--- src/rtl/decode_consts.svh ---
// data width, register count and base opcode macros
`ifndef DECODE_CONSTS_SVH
`define DECODE_CONSTS_SVH

`define XLEN 64 // rv64 data width
`define NREG 32 // architectural registers

`define OPC_LUI      7'b0110111
`define OPC_AUIPC    7'b0010111
`define OPC_JAL      7'b1101111
`define OPC_JALR     7'b1100111
`define OPC_BRANCH   7'b1100011
`define OPC_LOAD     7'b0000011
`define OPC_STORE    7'b0100011
`define OPC_OPIMM    7'b0010011
`define OPC_OPIMM32  7'b0011011 // w-form immediates
`define OPC_OP       7'b0110011
`define OPC_OP32     7'b0111011 // w-form register ops
`define OPC_SYSTEM   7'b1110011

`endif

--- src/rtl/decode_pkg.sv ---
// instruction format union, decode enums and ID/EX bundle structs
`include "decode_consts.svh"

package decode_pkg;

    typedef struct packed {
        logic [6:0] funct7;
        logic [4:0] rs2;
        logic [4:0] rs1;
        logic [2:0] funct3;
        logic [4:0] rd;
        logic [6:0] opcode;
    } r_fmt_t;

    typedef struct packed {
        logic [11:0] imm;
        logic [4:0]  rs1;
        logic [2:0]  funct3;
        logic [4:0]  rd;
        logic [6:0]  opcode;
    } i_fmt_t;

    typedef struct packed {
        logic [6:0] imm_hi;
        logic [4:0] rs2;
        logic [4:0] rs1;
        logic [2:0] funct3;
        logic [4:0] imm_lo;
        logic [6:0] opcode;
    } s_fmt_t;

    typedef struct packed {
        logic       imm_12;
        logic [5:0] imm_10_5;
        logic [4:0] rs2;
        logic [4:0] rs1;
        logic [2:0] funct3;
        logic [3:0] imm_4_1;
        logic       imm_11;
        logic [6:0] opcode;
    } b_fmt_t;

    typedef struct packed {
        logic [19:0] imm_31_12;
        logic [4:0]  rd;
        logic [6:0]  opcode;
    } u_fmt_t;

    typedef struct packed {
        logic       imm_20;
        logic [9:0] imm_10_1;
        logic       imm_11;
        logic [7:0] imm_19_12;
        logic [4:0] rd;
        logic [6:0] opcode;
    } j_fmt_t;

    // one word, six views
    typedef union packed {
        r_fmt_t r;
        i_fmt_t i;
        s_fmt_t s;
        b_fmt_t b;
        u_fmt_t u;
        j_fmt_t j;
    } inst_u;

    typedef enum logic [3:0] {
        alu_add, alu_sub, alu_sll, alu_slt, alu_sltu,
        alu_xor, alu_srl, alu_sra, alu_or, alu_and
    } alu_op_e;

    typedef enum logic [2:0] {
        cls_alu, cls_load, cls_store, cls_branch,
        cls_jump, cls_upper, cls_system, cls_illegal
    } op_class_e;

    typedef enum logic [1:0] {a_rs1, a_pc, a_zero} src_a_e;

    typedef enum logic [1:0] {b_rs2, b_imm, b_shamt_rs2, b_shamt_inst} src_b_e;

    typedef enum logic [2:0] {kind_i, kind_s, kind_b, kind_u, kind_j} imm_kind_e;

    typedef struct packed {
        alu_op_e   alu_op;
        src_a_e    src_a;
        src_b_e    src_b;
        imm_kind_e imm_kind;
        logic      rd_wen;
        logic      word_op;
        op_class_e op_class;
        logic      is_ebreak;
        logic      is_ecall;
    } ctrl_t;

    typedef struct packed {
        logic [`XLEN-1:0] imm_i;
        logic [`XLEN-1:0] imm_s;
        logic [`XLEN-1:0] imm_b;
        logic [`XLEN-1:0] imm_u;
        logic [`XLEN-1:0] imm_j;
        logic [5:0]       shamt;
    } imm_t;

    typedef struct packed {
        logic             valid;
        logic [`XLEN-1:0] pc;
        inst_u            inst;
        logic [`XLEN-1:0] op_a;
        logic [`XLEN-1:0] op_b;
        alu_op_e          alu_op;
        logic [4:0]       rd;
        logic             rd_wen;
        logic             word_op;
        op_class_e        op_class;
        logic             is_ebreak;
        logic             is_ecall;
    } id_ex_t;

endpackage

--- src/rtl/gpr_file.sv ---
// gpr_file: 32x64 register file, two combinational reads, one write
`timescale 1ns/1ns
`include "decode_consts.svh"

module gpr_file (
    input  logic             clk,
    input  logic             rst,
    input  logic             we,
    input  logic [4:0]       waddr,
    input  logic [`XLEN-1:0] wdata,
    input  logic [4:0]       raddr_a,
    input  logic [4:0]       raddr_b,
    output logic [`XLEN-1:0] rdata_a,
    output logic [`XLEN-1:0] rdata_b
);

    logic [`XLEN-1:0] regs [`NREG];

    always_ff @(posedge clk) begin
        if (rst) begin
            for (int k = 0; k < `NREG; k++) begin
                regs[k] <= '0;
            end
        end else if (we && waddr != 5'd0) begin // x0 stays zero
            regs[waddr] <= wdata;
        end
    end

    // reads see the old value during a write
    assign rdata_a = (raddr_a == 5'd0) ? '0 : regs[raddr_a];
    assign rdata_b = (raddr_b == 5'd0) ? '0 : regs[raddr_b];

endmodule

--- src/rtl/inst_classifier.sv ---
// inst_classifier: opcode/funct decode into the control struct
`timescale 1ns/1ns
`include "decode_consts.svh"

module inst_classifier (
    input  decode_pkg::inst_u inst,
    output decode_pkg::ctrl_t ctrl
);

    import decode_pkg::*;

    logic [6:0] opc;
    logic [2:0] f3;
    logic [6:0] f7;
    logic [5:0] shamt_hi;
    logic       f7_zero;
    logic       f7_alt;
    logic       alt_ok;
    logic       op_ok;
    logic       op32_ok;
    logic       opimm_ok;
    logic       opimm32_ok;
    logic       sys_base;

    assign opc      = inst.r.opcode;
    assign f3       = inst.r.funct3;
    assign f7       = inst.r.funct7;
    assign shamt_hi = inst.i.imm[11:6]; // rv64 shifts use 6-bit shamt
    assign f7_zero  = (f7 == 7'b0000000);
    assign f7_alt   = (f7 == 7'b0100000);
    assign alt_ok   = (f3 == 3'b000) || (f3 == 3'b101); // sub/sra slots

    assign op_ok      = f7_zero || (f7_alt && alt_ok);
    assign op32_ok    = (alt_ok || f3 == 3'b001) && op_ok;
    assign opimm32_ok = (f3 == 3'b000) || (f3 == 3'b001 && f7_zero) ||
                        (f3 == 3'b101 && (f7_zero || f7_alt));
    assign sys_base   = (inst.i.rs1 == 5'd0) && (f3 == 3'b000) && (inst.i.rd == 5'd0);

    always_comb begin
        case (f3)
            3'b001:  opimm_ok = (shamt_hi == 6'b000000);
            3'b101:  opimm_ok = (shamt_hi == 6'b000000) || (shamt_hi == 6'b010000);
            default: opimm_ok = 1'b1;
        endcase
    end

    function automatic alu_op_e alu_from_f3(input logic [2:0] fn, input logic alt);
        alu_op_e op;
        case (fn)
            3'b000:  op = alt ? alu_sub : alu_add;
            3'b001:  op = alu_sll;
            3'b010:  op = alu_slt;
            3'b011:  op = alu_sltu;
            3'b100:  op = alu_xor;
            3'b101:  op = alt ? alu_sra : alu_srl;
            3'b110:  op = alu_or;
            default: op = alu_and;
        endcase
        return op;
    endfunction

    always_comb begin
        ctrl          = '0;
        ctrl.alu_op   = alu_add;
        ctrl.src_a    = a_zero; // illegal default
        ctrl.src_b    = b_imm;
        ctrl.imm_kind = kind_i;
        ctrl.op_class = cls_illegal;
        case (opc)
            `OPC_LUI: begin
                ctrl.imm_kind = kind_u;
                ctrl.op_class = cls_upper;
            end
            `OPC_AUIPC: begin
                ctrl.src_a    = a_pc;
                ctrl.imm_kind = kind_u;
                ctrl.op_class = cls_upper;
            end
            `OPC_JAL: begin
                ctrl.src_a    = a_pc;
                ctrl.imm_kind = kind_j;
                ctrl.op_class = cls_jump;
            end
            `OPC_JALR: if (f3 == 3'b000) begin
                ctrl.src_a    = a_rs1;
                ctrl.op_class = cls_jump;
            end
            `OPC_BRANCH: if (f3 != 3'b010 && f3 != 3'b011) begin
                ctrl.src_a    = a_rs1;
                ctrl.src_b    = b_rs2;
                ctrl.imm_kind = kind_b;
                ctrl.alu_op   = alu_sub; // compare
                ctrl.op_class = cls_branch;
            end
            `OPC_LOAD: if (f3 != 3'b111) begin
                ctrl.src_a    = a_rs1;
                ctrl.op_class = cls_load;
            end
            `OPC_STORE: if (!f3[2]) begin
                ctrl.src_a    = a_rs1;
                ctrl.imm_kind = kind_s;
                ctrl.op_class = cls_store;
            end
            `OPC_OPIMM, `OPC_OPIMM32: begin
                if ((opc == `OPC_OPIMM) ? opimm_ok : opimm32_ok) begin
                    ctrl.src_a    = a_rs1;
                    ctrl.alu_op   = alu_from_f3(f3, f3 == 3'b101 && f7[5]);
                    ctrl.word_op  = (opc == `OPC_OPIMM32);
                    ctrl.op_class = cls_alu;
                    if (f3[1:0] == 2'b01) begin
                        ctrl.src_b = b_shamt_inst;
                    end
                end
            end
            `OPC_OP, `OPC_OP32: begin
                if ((opc == `OPC_OP) ? op_ok : op32_ok) begin
                    ctrl.src_a    = a_rs1;
                    ctrl.src_b    = (f3[1:0] == 2'b01) ? b_shamt_rs2 : b_rs2;
                    ctrl.alu_op   = alu_from_f3(f3, f7[5]);
                    ctrl.word_op  = (opc == `OPC_OP32);
                    ctrl.op_class = cls_alu;
                end
            end
            `OPC_SYSTEM: if (sys_base && inst.i.imm[11:1] == 11'd0) begin
                ctrl.op_class  = cls_system;
                ctrl.is_ebreak = inst.i.imm[0];
                ctrl.is_ecall  = !inst.i.imm[0];
            end
            default: ;
        endcase
        ctrl.rd_wen = ctrl.op_class inside {cls_alu, cls_load, cls_jump, cls_upper};
    end

endmodule

--- src/rtl/imm_gen.sv ---
// imm_gen: sign-extended I/S/B/U/J immediates and shift amount
`timescale 1ns/1ns
`include "decode_consts.svh"

module imm_gen (
    input  decode_pkg::inst_u inst,
    output decode_pkg::imm_t  imm
);

    import decode_pkg::*;

    always_comb begin
        imm.imm_i = {{(`XLEN-12){inst.i.imm[11]}}, inst.i.imm};
        imm.imm_s = {{(`XLEN-12){inst.s.imm_hi[6]}}, inst.s.imm_hi, inst.s.imm_lo};
        // b and j drop bit 0
        imm.imm_b = {{(`XLEN-13){inst.b.imm_12}},
                     inst.b.imm_12,
                     inst.b.imm_11,
                     inst.b.imm_10_5,
                     inst.b.imm_4_1,
                     1'b0};
        imm.imm_u = {{(`XLEN-32){inst.u.imm_31_12[19]}}, inst.u.imm_31_12, 12'b0};
        imm.imm_j = {{(`XLEN-21){inst.j.imm_20}},
                     inst.j.imm_20,
                     inst.j.imm_19_12,
                     inst.j.imm_11,
                     inst.j.imm_10_1,
                     1'b0};
        imm.shamt = inst.i.imm[5:0]; // low bits of the I field
    end

endmodule

--- src/rtl/operand_mux.sv ---
// ALU operand selection and the ID/EX register
`timescale 1ns/1ns
`include "decode_consts.svh"

module operand_mux (
    input  logic               clk,
    input  logic               rst,
    input  logic               valid_in,
    input  logic [`XLEN-1:0]   pc_in,
    input  decode_pkg::inst_u  inst_in,
    input  decode_pkg::ctrl_t  ctrl,
    input  decode_pkg::imm_t   imm,
    input  logic [`XLEN-1:0]   rs1_val,
    input  logic [`XLEN-1:0]   rs2_val,
    output decode_pkg::id_ex_t out
);

    import decode_pkg::*;

    logic [`XLEN-1:0] imm_sel;
    logic [5:0]       shamt_src;
    logic [5:0]       shamt_val;
    logic [`XLEN-1:0] op_a;
    logic [`XLEN-1:0] op_b;
    id_ex_t           nxt;

    always_comb begin
        case (ctrl.imm_kind)
            kind_s:  imm_sel = imm.imm_s;
            kind_b:  imm_sel = imm.imm_b;
            kind_u:  imm_sel = imm.imm_u;
            kind_j:  imm_sel = imm.imm_j;
            default: imm_sel = imm.imm_i;
        endcase
    end

    assign shamt_src = (ctrl.src_b == b_shamt_rs2) ? rs2_val[5:0] : imm.shamt;
    assign shamt_val = ctrl.word_op ? {1'b0, shamt_src[4:0]} : shamt_src; // w ops shift by 5

    always_comb begin
        case (ctrl.src_a)
            a_rs1:   op_a = rs1_val;
            a_pc:    op_a = pc_in;
            default: op_a = '0; // a_zero, illegal too
        endcase
        case (ctrl.src_b)
            b_rs2:   op_b = rs2_val;
            b_imm:   op_b = imm_sel;
            default: op_b = {{(`XLEN-6){1'b0}}, shamt_val};
        endcase
    end

    always_comb begin
        nxt           = '0;
        nxt.valid     = 1'b1;
        nxt.pc        = pc_in;
        nxt.inst      = inst_in;
        nxt.op_a      = op_a;
        nxt.op_b      = op_b;
        nxt.alu_op    = ctrl.alu_op;
        nxt.rd        = inst_in.r.rd;
        nxt.rd_wen    = ctrl.rd_wen;
        nxt.word_op   = ctrl.word_op;
        nxt.op_class  = ctrl.op_class;
        nxt.is_ebreak = ctrl.is_ebreak;
        nxt.is_ecall  = ctrl.is_ecall;
    end

    always_ff @(posedge clk) begin
        if (rst || !valid_in) begin
            out <= '0; // bubble
        end else begin
            out <= nxt;
        end
    end

endmodule

--- src/rtl/decode_stage.sv ---
// decode_stage: top level of the decode stage
`timescale 1ns/1ns
`include "decode_consts.svh"

module decode_stage (
    input  logic               clk,
    input  logic               rst,
    input  logic               valid_in,
    input  logic [`XLEN-1:0]   pc_in,
    input  decode_pkg::inst_u  inst_in,
    input  logic               gpr_we,
    input  logic [4:0]         gpr_waddr,
    input  logic [`XLEN-1:0]   gpr_wdata,
    output decode_pkg::id_ex_t out
);

    import decode_pkg::*;

    ctrl_t            ctrl;
    imm_t             imm;
    logic [`XLEN-1:0] rs1_val;
    logic [`XLEN-1:0] rs2_val;

    gpr_file u_gpr_file (
        .clk     (clk),
        .rst     (rst),
        .we      (gpr_we),
        .waddr   (gpr_waddr),
        .wdata   (gpr_wdata),
        .raddr_a (inst_in.r.rs1),
        .raddr_b (inst_in.r.rs2),
        .rdata_a (rs1_val),
        .rdata_b (rs2_val)
    );

    inst_classifier u_inst_classifier (
        .inst (inst_in),
        .ctrl (ctrl)
    );

    imm_gen u_imm_gen (
        .inst (inst_in),
        .imm  (imm)
    );

    operand_mux u_operand_mux (
        .clk      (clk),
        .rst      (rst),
        .valid_in (valid_in),
        .pc_in    (pc_in),
        .inst_in  (inst_in),
        .ctrl     (ctrl),
        .imm      (imm),
        .rs1_val  (rs1_val),
        .rs2_val  (rs2_val),
        .out      (out)
    );

endmodule

--- config.mk ---
export PLATFORM = sky130hd
export DESIGN_NAME = decode_stage
export DESIGN_NICKNAME = d
export VERILOG_FILES = /design/src/rtl/decode_pkg.sv /design/src/rtl/gpr_file.sv /design/src/rtl/inst_classifier.sv /design/src/rtl/imm_gen.sv /design/src/rtl/operand_mux.sv /design/src/rtl/decode_stage.sv
export VERILOG_INCLUDE_DIRS = /design/src /design/src/rtl
export SDC_FILE = /design/constraint.sdc
export NUM_CORES = 2
export LEC_CHECK = 0
export BUFFER_PORTS_ARGS = -buffer_cell sky130_fd_sc_hd__buf_4
export CAP_MARGIN = 30
export CORE_UTILIZATION = 33
export DETAILED_ROUTE_END_ITERATION = 8
export GPL_TIMING_DRIVEN = 0
export PLACE_DENSITY_LB_ADDON = 0.12
export SLEW_MARGIN = 20
export SYNTH_ARGS = -nofsm -noshare
export SYNTH_HDL_FRONTEND = slang
export SYNTH_SLANG_ARGS = --single-unit
export TNS_END_PERCENT = 20
--- constraint.sdc ---
create_clock -name clk -period 7.96 [get_ports clk]
set_clock_uncertainty 0.2 [all_clocks]
set_input_delay 1.592 -clock clk [delete_from_list [all_inputs] [get_ports clk]]
set_output_delay 1.592 -clock clk [all_outputs]
set_load 0.03 [all_outputs]
==> metrics.log <==
[metrics] share of the synthesized area in the top cell type: 53.0%
[metrics] residual DRC count: 0
[metrics] ratio of final minimum period to clock period: 66.8%
[metrics] Post-synth EDFFs: ~2000
[metrics] outcome: finished, final reports clean
[metrics] Worst Max-Slew Pin Slew: between 1 and 1.5 ns
[metrics] classification of the worst setup path: in2reg
[metrics] Rel. slew slack: 19.2%
[metrics] Power Density: 226 nW/um^2
[metrics] setup repair after global routing missed its margin: false
[metrics] DP Wirelength: approximately 500 mm
[metrics] top cell family by delay on the critical path: buffers and inverters
[metrics] fraction of final layout cells sized beyond drive strength 1: 27.4%
[metrics] Setup-failing EPs final: 0
[metrics] peak clock frequency supported by timing: 188 MHz
[metrics] buffer levels on the longest clock path: 4
[metrics] share of flip-flops with an asynchronous set or reset after synthesis: 0%
[metrics] clock insertion delay at the later pin of the skew report: just under 1 ns
[metrics] Hold WS: 0.634 ns
[metrics] antenna-violating nets left: 0
[metrics] maximum number of pins on one net before global-route repair: 32
[metrics] combined buffer and inverter count along the critical path: 5
[metrics] Post-Syn Instances: just under 8000
[metrics] worst-path cell chain: buf_2 -> buf_2 -> buf_2 -> buf_2 -> mux4_2 -> mux2i_1 -> o22ai_1 -> a21oi_1 -> o21ai_1 -> buf_4
[metrics] clock tree from TritonCTS: yes
[metrics] initial antenna violation count: 160
[metrics] Most used DFF post-synth: sky130_fd_sc_hd__edfxtp_1
[metrics] effective utilization at floorplan: 33.2%
[metrics] share of synthesized area occupied by flip-flops and latches: 57.1%
[metrics] Yosys top cell by area: sky130_fd_sc_hd__edfxtp_1
[metrics] Routed WL: 683 mm
[metrics] Sink Count: 2284
[metrics] # Max-Cap Violations: 0
[metrics] final weighted congestion of routability-driven global placement: between 0.9 and 1
[metrics] number of setup buffers added after CTS: 0
[metrics] overall global routing resource usage: 37.8%
[metrics] master cell of the clock root buffer: sky130_fd_sc_hd__clkbuf_16
[metrics] vias in the first global route: 83320
[metrics] Distinct cells, synth: 75
[metrics] filler cell count in the final layout: between 30000 and 40000
[metrics] Via-to-Cell Ratio: 6.40
[metrics] post-CTS clock slew at the launch and capture registers of the worst setup and hold paths: around 0.050 ns
[metrics] arrival time of the worst setup path: a little under 6 ns
[metrics] number of DRC violations after detailed-routing iteration 0: 16439
[metrics] first-pass GRT wire length: 861 mm
[metrics] most frequent cells after synthesis: sky130_fd_sc_hd__and2_1, sky130_fd_sc_hd__edfxtp_1, sky130_fd_sc_hd__mux4_2
[metrics] number of warnings issued by yosys: 0
[metrics] CTS HTree Levels: 5
[metrics] number of nets in the finished design: 9133
[metrics] final routed wire length divided by cell count: a little under 50 um
[metrics] worst voltage drop across the vdd grid: 0.000161 V
[metrics] main area contributors after synthesis: sky130_fd_sc_hd__edfxtp_1, sky130_fd_sc_hd__mux4_2, sky130_fd_sc_hd__and2_1
[metrics] library cell with the highest instance count after synthesis: sky130_fd_sc_hd__and2_1
[metrics] leakage power summed over all cells: 51.0 nW
[metrics] Max FO, Critical Path: 10
[metrics] global route total overflow: 0
[metrics] crit path capture type: flop
[metrics] Resized Gates After CTS: 0
[metrics] DIE AREA: 354000 um^2
[metrics] placeable core region: 349000 um^2
[metrics] max-slew violation count: 0
[metrics] number of input and output port buffers inserted: 402
[metrics] min-delay worst type: in2reg
[metrics] cell type of the slowest stage on the worst timing path: sky130_fd_sc_hd__buf_2
[metrics] std cell rows: 217
[metrics] fraction of the core area covered by cells at the end of the flow: 40.4%
[metrics] average instance area after synthesis: ~15 um^2
[metrics] minimum clock period after layout: about 5.3 ns
[metrics] Layout Area Growth over Synthesis: 21.8%
[metrics] vertical extent of the die: 595 um
[metrics] post-synthesis instance area: 116000 um^2
[metrics] TNS Setup: 0 ns
[metrics] worst stage delay on the critical path: 0.83 ns
[metrics] Final Hold Violating Endpoints: 0
[metrics] number of placed I/O pins: 410
[metrics] post-synthesis sequential element count: roughly 2300
[metrics] number of buffers added to fix hold violations after cts: 0
[metrics] Horiz. Die Dim: 595 um
[metrics] first drt pass iteration count: 6
[metrics] Most Frequent Cell on Critical Path: sky130_fd_sc_hd__buf_2
[metrics] required time of the critical path: 8.61 ns
[metrics] vias post-DR: 88840
[metrics] Num CTS Buffers: 283
[metrics] kind of start point of the critical path: input port
kinds of logic after synthesis:
group / count (synthesis) / share of synthesized area [%]
AOI/OAI and AO/OA: 721 / 4.41
buffers and inverters: 863 / 3.08
DFF: 2284 / 57.1
muxes: 1470 / 22.1
other: 1 / 0.00323
and+or+nand+nor: 2573 / 13.4
state kept, by name, indices dropped and copies added (netlist names):
register,cells
u_gpr_file.regs,2048
u_operand_mux.out,236
cell usage in the layout (no fill, tap or decap), types with 119 or more instances in the layout:
cell / synthesis / final
sky130_fd_sc_hd__clkbuf_16: 0 / 297
sky130_fd_sc_hd__nand2_1: 133 / 131
sky130_fd_sc_hd__dfxtp_1: 236 / 236
sky130_fd_sc_hd__clkbuf_2: 0 / 219
sky130_fd_sc_hd__edfxtp_1: 2048 / 2048
sky130_fd_sc_hd__buf_2: 117 / 162
sky130_fd_sc_hd__mux2i_1: 588 / 588
sky130_fd_sc_hd__mux4_2: 866 / 866
sky130_fd_sc_hd__and2_1: 2082 / 2082
sky130_fd_sc_hd__buf_12: 0 / 119
sky130_fd_sc_hd__a22oi_1: 162 / 162
sky130_fd_sc_hd__buf_4: 32 / 445
sky130_fd_sc_hd__clkbuf_1: 641 / 468
worst paths after layout:
check                          startpoint                endpoint  slack, ns  cells after the start
setup / recovery              inst_in[15]  u_operand_mux.out[143]       2.64                     10
hold / removal                  pc_in[29]  u_operand_mux.out[205]       0.63                      2
setup reg to reg  u_gpr_file.regs[30][63]  u_operand_mux.out[143]       5.01                      5
hold reg to reg    u_gpr_file.regs[19][9]   u_operand_mux.out[25]       0.69                      6
area by class of cell:
type,instances,area (um^2),area share [%]
Antenna cell,98,245,0.174
Timing Repair Buffer,704,9350,6.62
Tap cell,4599,5750,4.07
Multi-Input combinational cell,4828,46500,32.9
Inverter,11,41.3,0.0292
Clock inverter,144,1380,0.978
Buffer,852,3910,2.77
Sequential cell,2284,66200,46.9
Clock buffer,369,7840,5.55
metrics by stage:
step / worst slack (ns) / power, mW / instance area [um^2] / cells
after floorplan: 3.95 / 16.1 / 116000 / 7975
after CTS: 2.94 / 31.7 / 141000 / 13780
after global routing: 2.89 / 32.3 / 141000 / 13812
after global placement: -0.738 / 18.2 / 125000 / 12976
after detailed placement: 1.95 / 18.5 / 132000 / 13267
final: 2.64 / 31.9 / 141000 / 13889
where the power goes:
part / total (mW) / internal (mW) / switching, mW / leakage, nW
logic: 4.55 / 1.57 / 2.98 / 25.1
clock network: 13.4 / 7.63 / 5.73 / 4.54
registers: 14.0 / 13.7 / 0.317 / 21.4
total: 31.9 / 22.9 / 9.02 / 51.0
metal layers:
layer	wire length (um)	global-route usage [%]
met1	243000	45.8
met2	283000	53.7
met3	97300	15.8
met4	59600	27.3
met5	669	0.838
Power figures use the tool's default switching activity.
